**src/logic/tru_pkg.sv**
```systemverilog
package tru_pkg;

   // switch size
   localparam int NUM_PORTS = 8;
   localparam int PORT_ID_W = 3;   // enough to index NUM_PORTS

   // table geometry
   localparam int FID_W          = 2;   // 4 entries
   localparam int NUM_SUBENTRIES = 4;
   localparam int SUB_W          = 2;

   // link must stay up this long before the port is trusted
   localparam int STABLE_UP_CYCLES = 100;
   localparam int STABLE_CNT_W     = 7;  // holds STABLE_UP_CYCLES-1

   // how an applying subentry combines with what came before it
   typedef enum logic
   {
      MODE_REPLACE = 1'b0,  // overwrite bits inside ports mask
      MODE_ADD     = 1'b1   // OR bits inside ports mask
   } pattern_mode_e;

   // request/response FSM
   typedef enum logic [1:0]
   {
      ST_IDLE    = 2'd0,
      ST_LOOKUP  = 2'd1,
      ST_MATCH   = 2'd2,
      ST_RESPOND = 2'd3
   } tru_state_e;

endpackage

```
**src/logic/tru_ctrl_fsm.sv**
```systemverilog
`timescale 1ns/1ps

module tru_ctrl_fsm
(
   input  logic                           clk,
   input  logic                           arst_n_i,
   input  logic                           req_valid_i,
   input  logic [tru_pkg::FID_W-1:0]      req_fid_i,
   input  logic [tru_pkg::PORT_ID_W-1:0]  req_port_i,
   input  logic                           resp_ready_i,
   input  logic                           match_drop_i,
   input  logic [tru_pkg::NUM_PORTS-1:0]  match_mask_i,
   output logic                           req_ready_o,
   output logic                           lookup_en_o,
   output logic [tru_pkg::FID_W-1:0]      lookup_fid_o,
   output logic [tru_pkg::PORT_ID_W-1:0]  req_port_o,
   output logic                           resp_valid_o,
   output logic                           resp_drop_o,
   output logic [tru_pkg::NUM_PORTS-1:0]  resp_port_mask_o
);

   tru_pkg::tru_state_e            state_q;
   logic                           rd_wait_q;   // table read in flight
   logic [tru_pkg::FID_W-1:0]      fid_q;
   logic [tru_pkg::PORT_ID_W-1:0]  port_q;
   logic                           drop_q;
   logic [tru_pkg::NUM_PORTS-1:0]  mask_q;

   always_ff @(posedge clk or negedge arst_n_i)
   begin
      if (!arst_n_i)
      begin
         state_q   <= tru_pkg::ST_IDLE;
         rd_wait_q <= 1'b0;
      end
      else
      begin
         case (state_q)
            tru_pkg::ST_IDLE:
               if (req_valid_i)
                  state_q <= tru_pkg::ST_LOOKUP;
            tru_pkg::ST_LOOKUP:
            begin
               // first cycle issues the read, second waits for the data
               rd_wait_q <= ~rd_wait_q;
               if (rd_wait_q)
                  state_q <= tru_pkg::ST_MATCH;
            end
            tru_pkg::ST_MATCH:
               state_q <= tru_pkg::ST_RESPOND;
            default:
               if (resp_ready_i)
                  state_q <= tru_pkg::ST_IDLE; // held here under back-pressure
         endcase
      end
   end

   // request fields, captured on accept
   always_ff @(posedge clk)
   begin
      if (req_valid_i && req_ready_o)
      begin
         fid_q  <= req_fid_i;
         port_q <= req_port_i;
      end
   end

   // response data, frozen once in ST_RESPOND
   always_ff @(posedge clk)
   begin
      if (state_q == tru_pkg::ST_MATCH)
      begin
         drop_q <= match_drop_i;
         mask_q <= match_mask_i;
      end
   end

   assign req_ready_o      = (state_q == tru_pkg::ST_IDLE);
   assign lookup_en_o      = (state_q == tru_pkg::ST_LOOKUP) && !rd_wait_q;
   assign lookup_fid_o     = fid_q;
   assign req_port_o       = port_q;
   assign resp_valid_o     = (state_q == tru_pkg::ST_RESPOND);
   assign resp_drop_o      = drop_q;
   assign resp_port_mask_o = mask_q;

   // response must not move while the consumer stalls
   resp_hold_a: assert property (@(posedge clk) disable iff (!arst_n_i)
      resp_valid_o && !resp_ready_i |=>
         resp_valid_o && $stable(resp_drop_o) && $stable(resp_port_mask_o));

   // response valid rises on the third edge after accept
   resp_latency_a: assert property (@(posedge clk) disable iff (!arst_n_i)
      req_valid_i && req_ready_o |=> !resp_valid_o [*3] ##1 resp_valid_o);

endmodule

```
**src/logic/tru_match.sv**
```systemverilog
`timescale 1ns/1ps

module tru_match
(
   input  logic [tru_pkg::NUM_SUBENTRIES-1:0]                         sub_valid_i,
   input  logic [tru_pkg::NUM_SUBENTRIES-1:0][tru_pkg::NUM_PORTS-1:0] sub_pattern_mask_i,
   input  logic [tru_pkg::NUM_SUBENTRIES-1:0][tru_pkg::NUM_PORTS-1:0] sub_pattern_match_i,
   input  tru_pkg::pattern_mode_e [tru_pkg::NUM_SUBENTRIES-1:0]       sub_mode_i,
   input  logic [tru_pkg::NUM_SUBENTRIES-1:0][tru_pkg::NUM_PORTS-1:0] sub_ports_mask_i,
   input  logic [tru_pkg::NUM_SUBENTRIES-1:0][tru_pkg::NUM_PORTS-1:0] sub_egress_i,
   input  logic [tru_pkg::NUM_SUBENTRIES-1:0][tru_pkg::NUM_PORTS-1:0] sub_ingress_i,
   input  logic [tru_pkg::NUM_PORTS-1:0]                              down_pattern_i,
   input  logic [tru_pkg::NUM_PORTS-1:0]                              pass_all_i,
   input  logic [tru_pkg::PORT_ID_W-1:0]                              req_port_i,
   output logic                                                       drop_o,
   output logic [tru_pkg::NUM_PORTS-1:0]                              port_mask_o
);

   logic [tru_pkg::NUM_SUBENTRIES-1:0]  sub_hit;
   logic [tru_pkg::NUM_PORTS-1:0]       egress_acc;
   logic [tru_pkg::NUM_PORTS-1:0]       ingress_acc;

   // which subentries apply to the current down pattern
   always_comb
   begin
      for (int s = 0; s < tru_pkg::NUM_SUBENTRIES; s++)
      begin
         sub_hit[s] = sub_valid_i[s] &&
                      ((down_pattern_i & sub_pattern_mask_i[s]) == sub_pattern_match_i[s]);
      end
   end

   // ascending order, so a later subentry wins in replace mode
   always_comb
   begin
      egress_acc  = '0;
      ingress_acc = '0;
      for (int s = 0; s < tru_pkg::NUM_SUBENTRIES; s++)
      begin
         if (sub_hit[s])
         begin
            if (sub_mode_i[s] == tru_pkg::MODE_REPLACE)
            begin
               egress_acc  = (egress_acc & ~sub_ports_mask_i[s]) |
                             (sub_egress_i[s] & sub_ports_mask_i[s]);
               ingress_acc = (ingress_acc & ~sub_ports_mask_i[s]) |
                             (sub_ingress_i[s] & sub_ports_mask_i[s]);
            end
            else
            begin
               // add mode only sets bits
               egress_acc  = egress_acc | (sub_egress_i[s] & sub_ports_mask_i[s]);
               ingress_acc = ingress_acc | (sub_ingress_i[s] & sub_ports_mask_i[s]);
            end
         end
      end
   end

   // frames from a port not allowed as ingress are dropped
   assign drop_o      = ~ingress_acc[req_port_i];
   assign port_mask_o = drop_o ? '0 : (egress_acc & pass_all_i); // routing unit has final say

endmodule

```
**src/logic/tru_port_timer.sv**
```systemverilog
`timescale 1ns/1ps

module tru_port_timer
(
   input  logic                           clk,
   input  logic                           arst_n_i,
   input  logic [tru_pkg::NUM_PORTS-1:0]  port_up_i,
   output logic [tru_pkg::NUM_PORTS-1:0]  ports_stable_o,
   output logic [tru_pkg::NUM_PORTS-1:0]  down_pattern_o
);

   logic [tru_pkg::STABLE_CNT_W-1:0]  up_cnt_q [tru_pkg::NUM_PORTS];
   logic [tru_pkg::NUM_PORTS-1:0]     stable_q;

   always_ff @(posedge clk or negedge arst_n_i)
   begin
      if (!arst_n_i)
      begin
         for (int i = 0; i < tru_pkg::NUM_PORTS; i++)
         begin
            up_cnt_q[i] <= '0;
         end
         stable_q <= '0;
      end
      else
      begin
         for (int i = 0; i < tru_pkg::NUM_PORTS; i++)
         begin
            if (!port_up_i[i])
            begin
               up_cnt_q[i] <= '0;   // any glitch restarts the count
               stable_q[i] <= 1'b0;
            end
            else if (up_cnt_q[i] ==
                     tru_pkg::STABLE_CNT_W'(tru_pkg::STABLE_UP_CYCLES - 1))
            begin
               stable_q[i] <= 1'b1; // counter saturates here
            end
            else
            begin
               up_cnt_q[i] <= up_cnt_q[i] + 1'b1;
            end
         end
      end
   end

   assign ports_stable_o = stable_q;
   // a port not yet stable is treated as down by the matcher
   assign down_pattern_o = ~stable_q;

   // a stable bit never survives an edge with its link down
   stable_after_down_a: assert property (@(posedge clk) disable iff (!arst_n_i)
      ##1 ((ports_stable_o & ~$past(port_up_i)) == '0));

endmodule

```
**src/logic/tru_table.sv**
```systemverilog
`timescale 1ns/1ps

module tru_table
(
   input  logic                                                       clk,
   input  logic                                                       arst_n_i,
   input  logic                                                       cfg_wr_i,
   input  logic                                                       cfg_swap_i,
   input  logic [tru_pkg::FID_W-1:0]                                  cfg_fid_i,
   input  logic [tru_pkg::SUB_W-1:0]                                  cfg_sub_i,
   input  logic                                                       cfg_valid_i,
   input  logic [tru_pkg::NUM_PORTS-1:0]                              cfg_pattern_mask_i,
   input  logic [tru_pkg::NUM_PORTS-1:0]                              cfg_pattern_match_i,
   input  tru_pkg::pattern_mode_e                                     cfg_mode_i,
   input  logic [tru_pkg::NUM_PORTS-1:0]                              cfg_ports_mask_i,
   input  logic [tru_pkg::NUM_PORTS-1:0]                              cfg_egress_i,
   input  logic [tru_pkg::NUM_PORTS-1:0]                              cfg_ingress_i,
   input  logic                                                       lookup_en_i,
   input  logic [tru_pkg::FID_W-1:0]                                  lookup_fid_i,
   output logic [tru_pkg::NUM_SUBENTRIES-1:0]                         sub_valid_o,
   output logic [tru_pkg::NUM_SUBENTRIES-1:0][tru_pkg::NUM_PORTS-1:0] sub_pattern_mask_o,
   output logic [tru_pkg::NUM_SUBENTRIES-1:0][tru_pkg::NUM_PORTS-1:0] sub_pattern_match_o,
   output tru_pkg::pattern_mode_e [tru_pkg::NUM_SUBENTRIES-1:0]       sub_mode_o,
   output logic [tru_pkg::NUM_SUBENTRIES-1:0][tru_pkg::NUM_PORTS-1:0] sub_ports_mask_o,
   output logic [tru_pkg::NUM_SUBENTRIES-1:0][tru_pkg::NUM_PORTS-1:0] sub_egress_o,
   output logic [tru_pkg::NUM_SUBENTRIES-1:0][tru_pkg::NUM_PORTS-1:0] sub_ingress_o
);

   // [bank][fid][subentry]
   logic                           valid_mem   [2][2**tru_pkg::FID_W][tru_pkg::NUM_SUBENTRIES];
   logic [tru_pkg::NUM_PORTS-1:0]  pmask_mem   [2][2**tru_pkg::FID_W][tru_pkg::NUM_SUBENTRIES];
   logic [tru_pkg::NUM_PORTS-1:0]  pmatch_mem  [2][2**tru_pkg::FID_W][tru_pkg::NUM_SUBENTRIES];
   tru_pkg::pattern_mode_e         mode_mem    [2][2**tru_pkg::FID_W][tru_pkg::NUM_SUBENTRIES];
   logic [tru_pkg::NUM_PORTS-1:0]  ports_mem   [2][2**tru_pkg::FID_W][tru_pkg::NUM_SUBENTRIES];
   logic [tru_pkg::NUM_PORTS-1:0]  egress_mem  [2][2**tru_pkg::FID_W][tru_pkg::NUM_SUBENTRIES];
   logic [tru_pkg::NUM_PORTS-1:0]  ingress_mem [2][2**tru_pkg::FID_W][tru_pkg::NUM_SUBENTRIES];

   logic active_bank_q;
   logic wr_bank;

   assign wr_bank = ~active_bank_q; // config never touches the bank in use

   // bank select and valid bits
   always_ff @(posedge clk or negedge arst_n_i)
   begin
      if (!arst_n_i)
      begin
         active_bank_q <= 1'b0;
         for (int b = 0; b < 2; b++)
            for (int f = 0; f < 2**tru_pkg::FID_W; f++)
               for (int s = 0; s < tru_pkg::NUM_SUBENTRIES; s++)
                  valid_mem[b][f][s] <= 1'b0;
      end
      else
      begin
         if (cfg_swap_i)
            active_bank_q <= ~active_bank_q;
         if (cfg_wr_i)
            valid_mem[wr_bank][cfg_fid_i][cfg_sub_i] <= cfg_valid_i; // old inactive bank on swap
      end
   end

   always_ff @(posedge clk)
   begin
      if (cfg_wr_i)
      begin
         pmask_mem[wr_bank][cfg_fid_i][cfg_sub_i]   <= cfg_pattern_mask_i;
         pmatch_mem[wr_bank][cfg_fid_i][cfg_sub_i]  <= cfg_pattern_match_i;
         mode_mem[wr_bank][cfg_fid_i][cfg_sub_i]    <= cfg_mode_i;
         ports_mem[wr_bank][cfg_fid_i][cfg_sub_i]   <= cfg_ports_mask_i;
         egress_mem[wr_bank][cfg_fid_i][cfg_sub_i]  <= cfg_egress_i;
         ingress_mem[wr_bank][cfg_fid_i][cfg_sub_i] <= cfg_ingress_i;
      end
   end

   // whole entry read at once, held until next lookup
   always_ff @(posedge clk)
   begin
      if (lookup_en_i)
      begin
         for (int s = 0; s < tru_pkg::NUM_SUBENTRIES; s++)
         begin
            sub_valid_o[s]         <= valid_mem[active_bank_q][lookup_fid_i][s];
            sub_pattern_mask_o[s]  <= pmask_mem[active_bank_q][lookup_fid_i][s];
            sub_pattern_match_o[s] <= pmatch_mem[active_bank_q][lookup_fid_i][s];
            sub_mode_o[s]          <= mode_mem[active_bank_q][lookup_fid_i][s];
            sub_ports_mask_o[s]    <= ports_mem[active_bank_q][lookup_fid_i][s];
            sub_egress_o[s]        <= egress_mem[active_bank_q][lookup_fid_i][s];
            sub_ingress_o[s]       <= ingress_mem[active_bank_q][lookup_fid_i][s];
         end
      end
   end

endmodule

```
**src/logic/tru_top.sv**
```systemverilog
`timescale 1ns/1ps

module tru_top
(
   input  logic                                clk,
   input  logic                                arst_n_i,
   // forwarding request
   input  logic                                req_valid_i,
   output logic                                req_ready_o,
   input  logic [tru_pkg::FID_W-1:0]           req_fid_i,
   input  logic [tru_pkg::PORT_ID_W-1:0]       req_port_i,
   // forwarding response
   output logic                                resp_valid_o,
   input  logic                                resp_ready_i,
   output logic                                resp_drop_o,
   output logic [tru_pkg::NUM_PORTS-1:0]       resp_port_mask_o,
   // port state and routing enables
   input  logic [tru_pkg::NUM_PORTS-1:0]       port_up_i,
   input  logic [tru_pkg::NUM_PORTS-1:0]       pass_all_i,
   output logic [tru_pkg::NUM_PORTS-1:0]       ports_stable_o,
   // table configuration
   input  logic                                cfg_wr_i,
   input  logic                                cfg_swap_i,
   input  logic [tru_pkg::FID_W-1:0]           cfg_fid_i,
   input  logic [tru_pkg::SUB_W-1:0]           cfg_sub_i,
   input  logic                                cfg_valid_i,
   input  logic [tru_pkg::NUM_PORTS-1:0]       cfg_pattern_mask_i,
   input  logic [tru_pkg::NUM_PORTS-1:0]       cfg_pattern_match_i,
   input  tru_pkg::pattern_mode_e              cfg_mode_i,
   input  logic [tru_pkg::NUM_PORTS-1:0]       cfg_ports_mask_i,
   input  logic [tru_pkg::NUM_PORTS-1:0]       cfg_egress_i,
   input  logic [tru_pkg::NUM_PORTS-1:0]       cfg_ingress_i
);

   logic                                                      lookup_en;
   logic [tru_pkg::FID_W-1:0]                                 lookup_fid;
   logic [tru_pkg::PORT_ID_W-1:0]                             req_port;
   logic [tru_pkg::NUM_PORTS-1:0]                             down_pattern;
   logic                                                      match_drop;
   logic [tru_pkg::NUM_PORTS-1:0]                             match_mask;

   // active bank entry as read out of the table
   logic [tru_pkg::NUM_SUBENTRIES-1:0]                        sub_valid;
   logic [tru_pkg::NUM_SUBENTRIES-1:0][tru_pkg::NUM_PORTS-1:0] sub_pattern_mask;
   logic [tru_pkg::NUM_SUBENTRIES-1:0][tru_pkg::NUM_PORTS-1:0] sub_pattern_match;
   tru_pkg::pattern_mode_e [tru_pkg::NUM_SUBENTRIES-1:0]      sub_mode;
   logic [tru_pkg::NUM_SUBENTRIES-1:0][tru_pkg::NUM_PORTS-1:0] sub_ports_mask;
   logic [tru_pkg::NUM_SUBENTRIES-1:0][tru_pkg::NUM_PORTS-1:0] sub_egress;
   logic [tru_pkg::NUM_SUBENTRIES-1:0][tru_pkg::NUM_PORTS-1:0] sub_ingress;

   tru_ctrl_fsm u_ctrl_fsm
   (
      .clk              (clk),
      .arst_n_i         (arst_n_i),
      .req_valid_i      (req_valid_i),
      .req_fid_i        (req_fid_i),
      .req_port_i       (req_port_i),
      .resp_ready_i     (resp_ready_i),
      .match_drop_i     (match_drop),
      .match_mask_i     (match_mask),
      .req_ready_o      (req_ready_o),
      .lookup_en_o      (lookup_en),
      .lookup_fid_o     (lookup_fid),
      .req_port_o       (req_port),
      .resp_valid_o     (resp_valid_o),
      .resp_drop_o      (resp_drop_o),
      .resp_port_mask_o (resp_port_mask_o)
   );

   tru_port_timer u_port_timer
   (
      .clk            (clk),
      .arst_n_i       (arst_n_i),
      .port_up_i      (port_up_i),
      .ports_stable_o (ports_stable_o),
      .down_pattern_o (down_pattern)
   );

   tru_table u_table
   (
      .clk                 (clk),
      .arst_n_i            (arst_n_i),
      .cfg_wr_i            (cfg_wr_i),
      .cfg_swap_i          (cfg_swap_i),
      .cfg_fid_i           (cfg_fid_i),
      .cfg_sub_i           (cfg_sub_i),
      .cfg_valid_i         (cfg_valid_i),
      .cfg_pattern_mask_i  (cfg_pattern_mask_i),
      .cfg_pattern_match_i (cfg_pattern_match_i),
      .cfg_mode_i          (cfg_mode_i),
      .cfg_ports_mask_i    (cfg_ports_mask_i),
      .cfg_egress_i        (cfg_egress_i),
      .cfg_ingress_i       (cfg_ingress_i),
      .lookup_en_i         (lookup_en),
      .lookup_fid_i        (lookup_fid),
      .sub_valid_o         (sub_valid),
      .sub_pattern_mask_o  (sub_pattern_mask),
      .sub_pattern_match_o (sub_pattern_match),
      .sub_mode_o          (sub_mode),
      .sub_ports_mask_o    (sub_ports_mask),
      .sub_egress_o        (sub_egress),
      .sub_ingress_o       (sub_ingress)
   );

   tru_match u_match
   (
      .sub_valid_i         (sub_valid),
      .sub_pattern_mask_i  (sub_pattern_mask),
      .sub_pattern_match_i (sub_pattern_match),
      .sub_mode_i          (sub_mode),
      .sub_ports_mask_i    (sub_ports_mask),
      .sub_egress_i        (sub_egress),
      .sub_ingress_i       (sub_ingress),
      .down_pattern_i      (down_pattern),
      .pass_all_i          (pass_all_i),
      .req_port_i          (req_port),
      .drop_o              (match_drop),
      .port_mask_o         (match_mask)
   );

endmodule

```
**config.mk**
```make
export PLATFORM = sky130hd
export DESIGN_NAME = tru_top
export DESIGN_NICKNAME = d
export VERILOG_FILES = /design/src/logic/tru_pkg.sv /design/src/logic/tru_ctrl_fsm.sv /design/src/logic/tru_match.sv /design/src/logic/tru_port_timer.sv /design/src/logic/tru_table.sv /design/src/logic/tru_top.sv
export SDC_FILE = /design/constraint.sdc
export NUM_CORES = 1
export LEC_CHECK = 0
export CAP_MARGIN = 25
export CORE_ASPECT_RATIO = 0.5
export CORE_MARGIN = 4
export CORE_UTILIZATION = 55
export DETAILED_ROUTE_END_ITERATION = 8
export DONT_BUFFER_PORTS = 1
export PLACE_DENSITY = 0.7
export SETUP_SLACK_MARGIN = 0.15
export SLEW_MARGIN = 10
export SYNTH_ARGS = -nofsm -noshare
export SYNTH_HDL_FRONTEND = slang
export SYNTH_SLANG_ARGS = --single-unit
```
**constraint.sdc**
```tcl
create_clock -name clk -period 14 [get_ports clk]
set_input_delay 1.4 -clock clk [delete_from_list [all_inputs] [get_ports clk]]
set_output_delay 1.4 -clock clk [all_outputs]
set_load 0.005 [all_outputs]
```
==> flow_metrics.env <==
export IMPL_status="finished, final reports clean"
export IMPL_cts_root_buf="clkbuf_16"
export IMPL_synth_warnings=0
export IMPL_drive_gt1_share_pct=28.0
export IMPL_cts_clk_slew_worst_paths_ns=0.06
export IMPL_core_area_um2=109000
export IMPL_grt_overflow_total=0
export IMPL_rsz0062_at_grt="false"
export IMPL_timing_fmax_ghz=0.232
export IMPL_drt_total_wl_um=139000
export IMPL_p_clk_share_pct=32.5
export IMPL_layoutNonFillerInstCount=4450
export IMPL_maxSlewViolCount=0
export IMPL_p_leak_nw=21.3
export IMPL_synth_top_area_share_pct=73.2
export IMPL_ios=92
export IMPL_syn2layout_area_growth_pct=10.5
export IMPL_fp_dieH_um=243
export IMPL_die_width_um=479
export IMPL_grt_use_total_pct=24.2
export IMPL_worstPathRequired_ns=14.64
export IMPL_criticalPathCategory="flip-flop to flip-flop"
export IMPL_end_kind="flip-flop"
export IMPL_postCtsHoldBufs=0
export IMPL_setup_viol=0
export IMPL_post_route_util_pct=61.9
export IMPL_synth_area_leaders="edfxtp_1, mux4_2, dfrtp_1"
export IMPL_tightest_slew_ns=1.12
export IMPL_layout_min_cycle_time_ns=4.31
export IMPL_grt_max_degree=151
export IMPL_slew_headroom_pct=24.8
export IMPL_post_cts_buffers=0
export IMPL_post_place_cells=4203
export IMPL_synth_area_um2=60900
export IMPL_arrival_ns=4.95
export IMPL_cts_buffers=136
export IMPL_path_max_fanout=46
export IMPL_grt_pass1_wl_um=203000
export IMPL_hold_path_class="input port to async pin"
export IMPL_synth_commonest_cells="edfxtp_1, mux4_2, mux2_2, dfrtp_1, nand3_1"
export IMPL_tritoncts="built"
export IMPL_hold_viol_final=0
export IMPL_row_count=85
export IMPL_ys_seq_area_share_pct=77.3
export IMPL_final_area_um2=67300
export IMPL_drv_cap=0
export IMPL_cts_buffer_depth=3
export IMPL_yosysMostFrequentCell="edfxtp_1"
export IMPL_n_fill_cell=7223
export IMPL_ant_nets=0
export IMPL_routed_via_density=6.41
export IMPL_synth_avg_cell_area_um2=21.9
export IMPL_die_area_um2=116000
export IMPL_yosysTopAreaCell="edfxtp_1"
export IMPL_cts_resized=0
export IMPL_start_kind="flip-flop"
export IMPL_dr_pass1_iters=6
export IMPL_synth_ff_latch_count=1585
export IMPL_grt_pass1_vias=28700
export IMPL_drtIter0Drc=3187
export IMPL_seqPwrFrac_pct=51.2
export IMPL_gp_congestion=0.889
export IMPL_finClkSkew_ns=0.0225
export IMPL_p_comb_share_pct=16.3
export IMPL_synthDistinctLibCells=68
export IMPL_clk_latency_ns=0.76
export IMPL_initial_core_util_pct=56.0
export IMPL_power_internal_mw=8.52
export IMPL_htreeDepth=4
export IMPL_port_buffers=0
export IMPL_nets=2949
export IMPL_netlist_instances=2778
export IMPL_layout_setup_ws_ns=9.69
export IMPL_synthArstFlopShare_pct=6.31
export IMPL_synth_nets=2864
export IMPL_dr_total_vias=28500
export IMPL_ir_worst_vdd_uv=136
export IMPL_synth_flop_cell="edfxtp_1"
export IMPL_period_share_pct=30.8
export IMPL_clock_sinks=1585
export IMPL_avgRoutedWirePerCell_um=31.3
export IMPL_setup_tns_final_ns=0
export IMPL_drcViolationCount=0
export IMPL_antenna_found_initial=9
export IMPL_postPlaceCellArea_um2=63000
export IMPL_sw_frac_of_total_pct=24.5
export IMPL_dp_hpwl_um=75300
export IMPL_switchingPower_mw=2.76
export IMPL_p_per_area_nw_per_um2=168
export IMPL_synth_edff_count=1485
export IMPL_preCtsSetupSlack_ns=9.53
==> power groups by stage <==
| stage | combinational [mW] | sequential (mW) | clock, mW |
|---|---|---|---|
| after floorplan | 1.47 | 5.77 | 0 |
| after global placement | 1.83 | 5.87 | 0 |
| after detailed placement | 1.86 | 5.87 | 0 |
| after CTS | 1.87 | 5.78 | 3.71 |
| after global routing | 1.97 | 5.79 | 3.93 |
| final | 1.84 | 5.78 | 3.67 |
==> cells in the final DEF, fill, tap and decap left out, types with 26 or more instances in the layout <==
master / n
edfxtp_1: 1485
inv_1: 27
nand2_1: 38
dfrtp_1: 99
clkbuf_1: 38
nand3_1: 79
clkbuf_16: 140
buf_4: 54
mux4_2: 334
nor2b_1: 36
xnor2_1: 62
and2_1: 42
clkinv_1: 26
mux2_2: 199
==> cells by family after synthesis <==
family,share of synthesized area (%)
flip-flops,77.3
AO/OA/AOI/OAI,0.976
buffers and inverters,0.896
XOR/XNOR,1.02
multiplexers,16.3
adder cells (fa/ha/maj),0.267
AND/OR/NAND/NOR,3.21
==> final cells by class <==
type	instances	area [um2]	share of cell area (%)
Timing Repair Buffer	60	497	0.738
Multi-Input combinational cell	1053	13500	20.1
Antenna cell	3	7.51	0.0112
Clock buffer	180	3670	5.46
Inverter	27	101	0.151
Clock inverter	63	547	0.813
Sequential cell	1585	47100	70.0
Tap cell	1479	1850	2.75
==> layer usage <==
layer | global-route usage, % | vias up | share of wire [%]
li1 | - | 11600 | -
met1 | 35.4 | 15200 | 41
met2 | 37.1 | 1455 | 47
met3 | 5.59 | 210 | 9.7
met4 | 7.47 | 2 | 2.5
met5 | 0 | - | 0.0050
==> sequential cells by signal, summed over array words and instances (netlist names), 56 cells and up <==
name,cells
u_table.egress_mem,256
u_table.ingress_mem,256
u_table.pmask_mem,256
u_table.pmatch_mem,256
u_table.ports_mem,256
u_port_timer.up_cnt_q,56
==> worst max-delay path, cell delays in order, from the launching register on <==
cell	delay (ns)
dfrtp_4	0.97
buf_4	0.82
nand4b_1	0.53
nor2_4	0.72
buf_4	0.65
mux2_2	0.41
==> worst paths after layout <==
check	startpoint	endpoint	slack, ns	cells after the start
worst max register to register	u_table.active_bank_q	u_table.valid_mem[20]	9.69	5
worst min-delay path	arst_n_i	u_port_timer.up_cnt_q[43]	0.34	0
worst max-delay path	u_table.active_bank_q	u_table.valid_mem[20]	9.69	5
max in group asynchronous	arst_n_i	u_port_timer.up_cnt_q[14]	13.33	0
worst min register to register	u_table.valid_mem[4]	u_table.valid_mem[4]	0.50	1
min in group clk	u_table.valid_mem[4]	u_table.valid_mem[4]	0.50	1
==> through the flow <==
| stage | power (mW) | hold slack [ns] |
|---|---|---|
| detailed placement | 7.74 | 0.491 |
| finish | 11.3 | 0.345 |
| CTS | 11.4 | 0.283 |
| global route | 11.7 | 0.305 |
| floorplan | 7.24 | 0.439 |
| global placement | 7.71 | 0.485 |
Note: power is estimated with default switching activity, not from simulation.
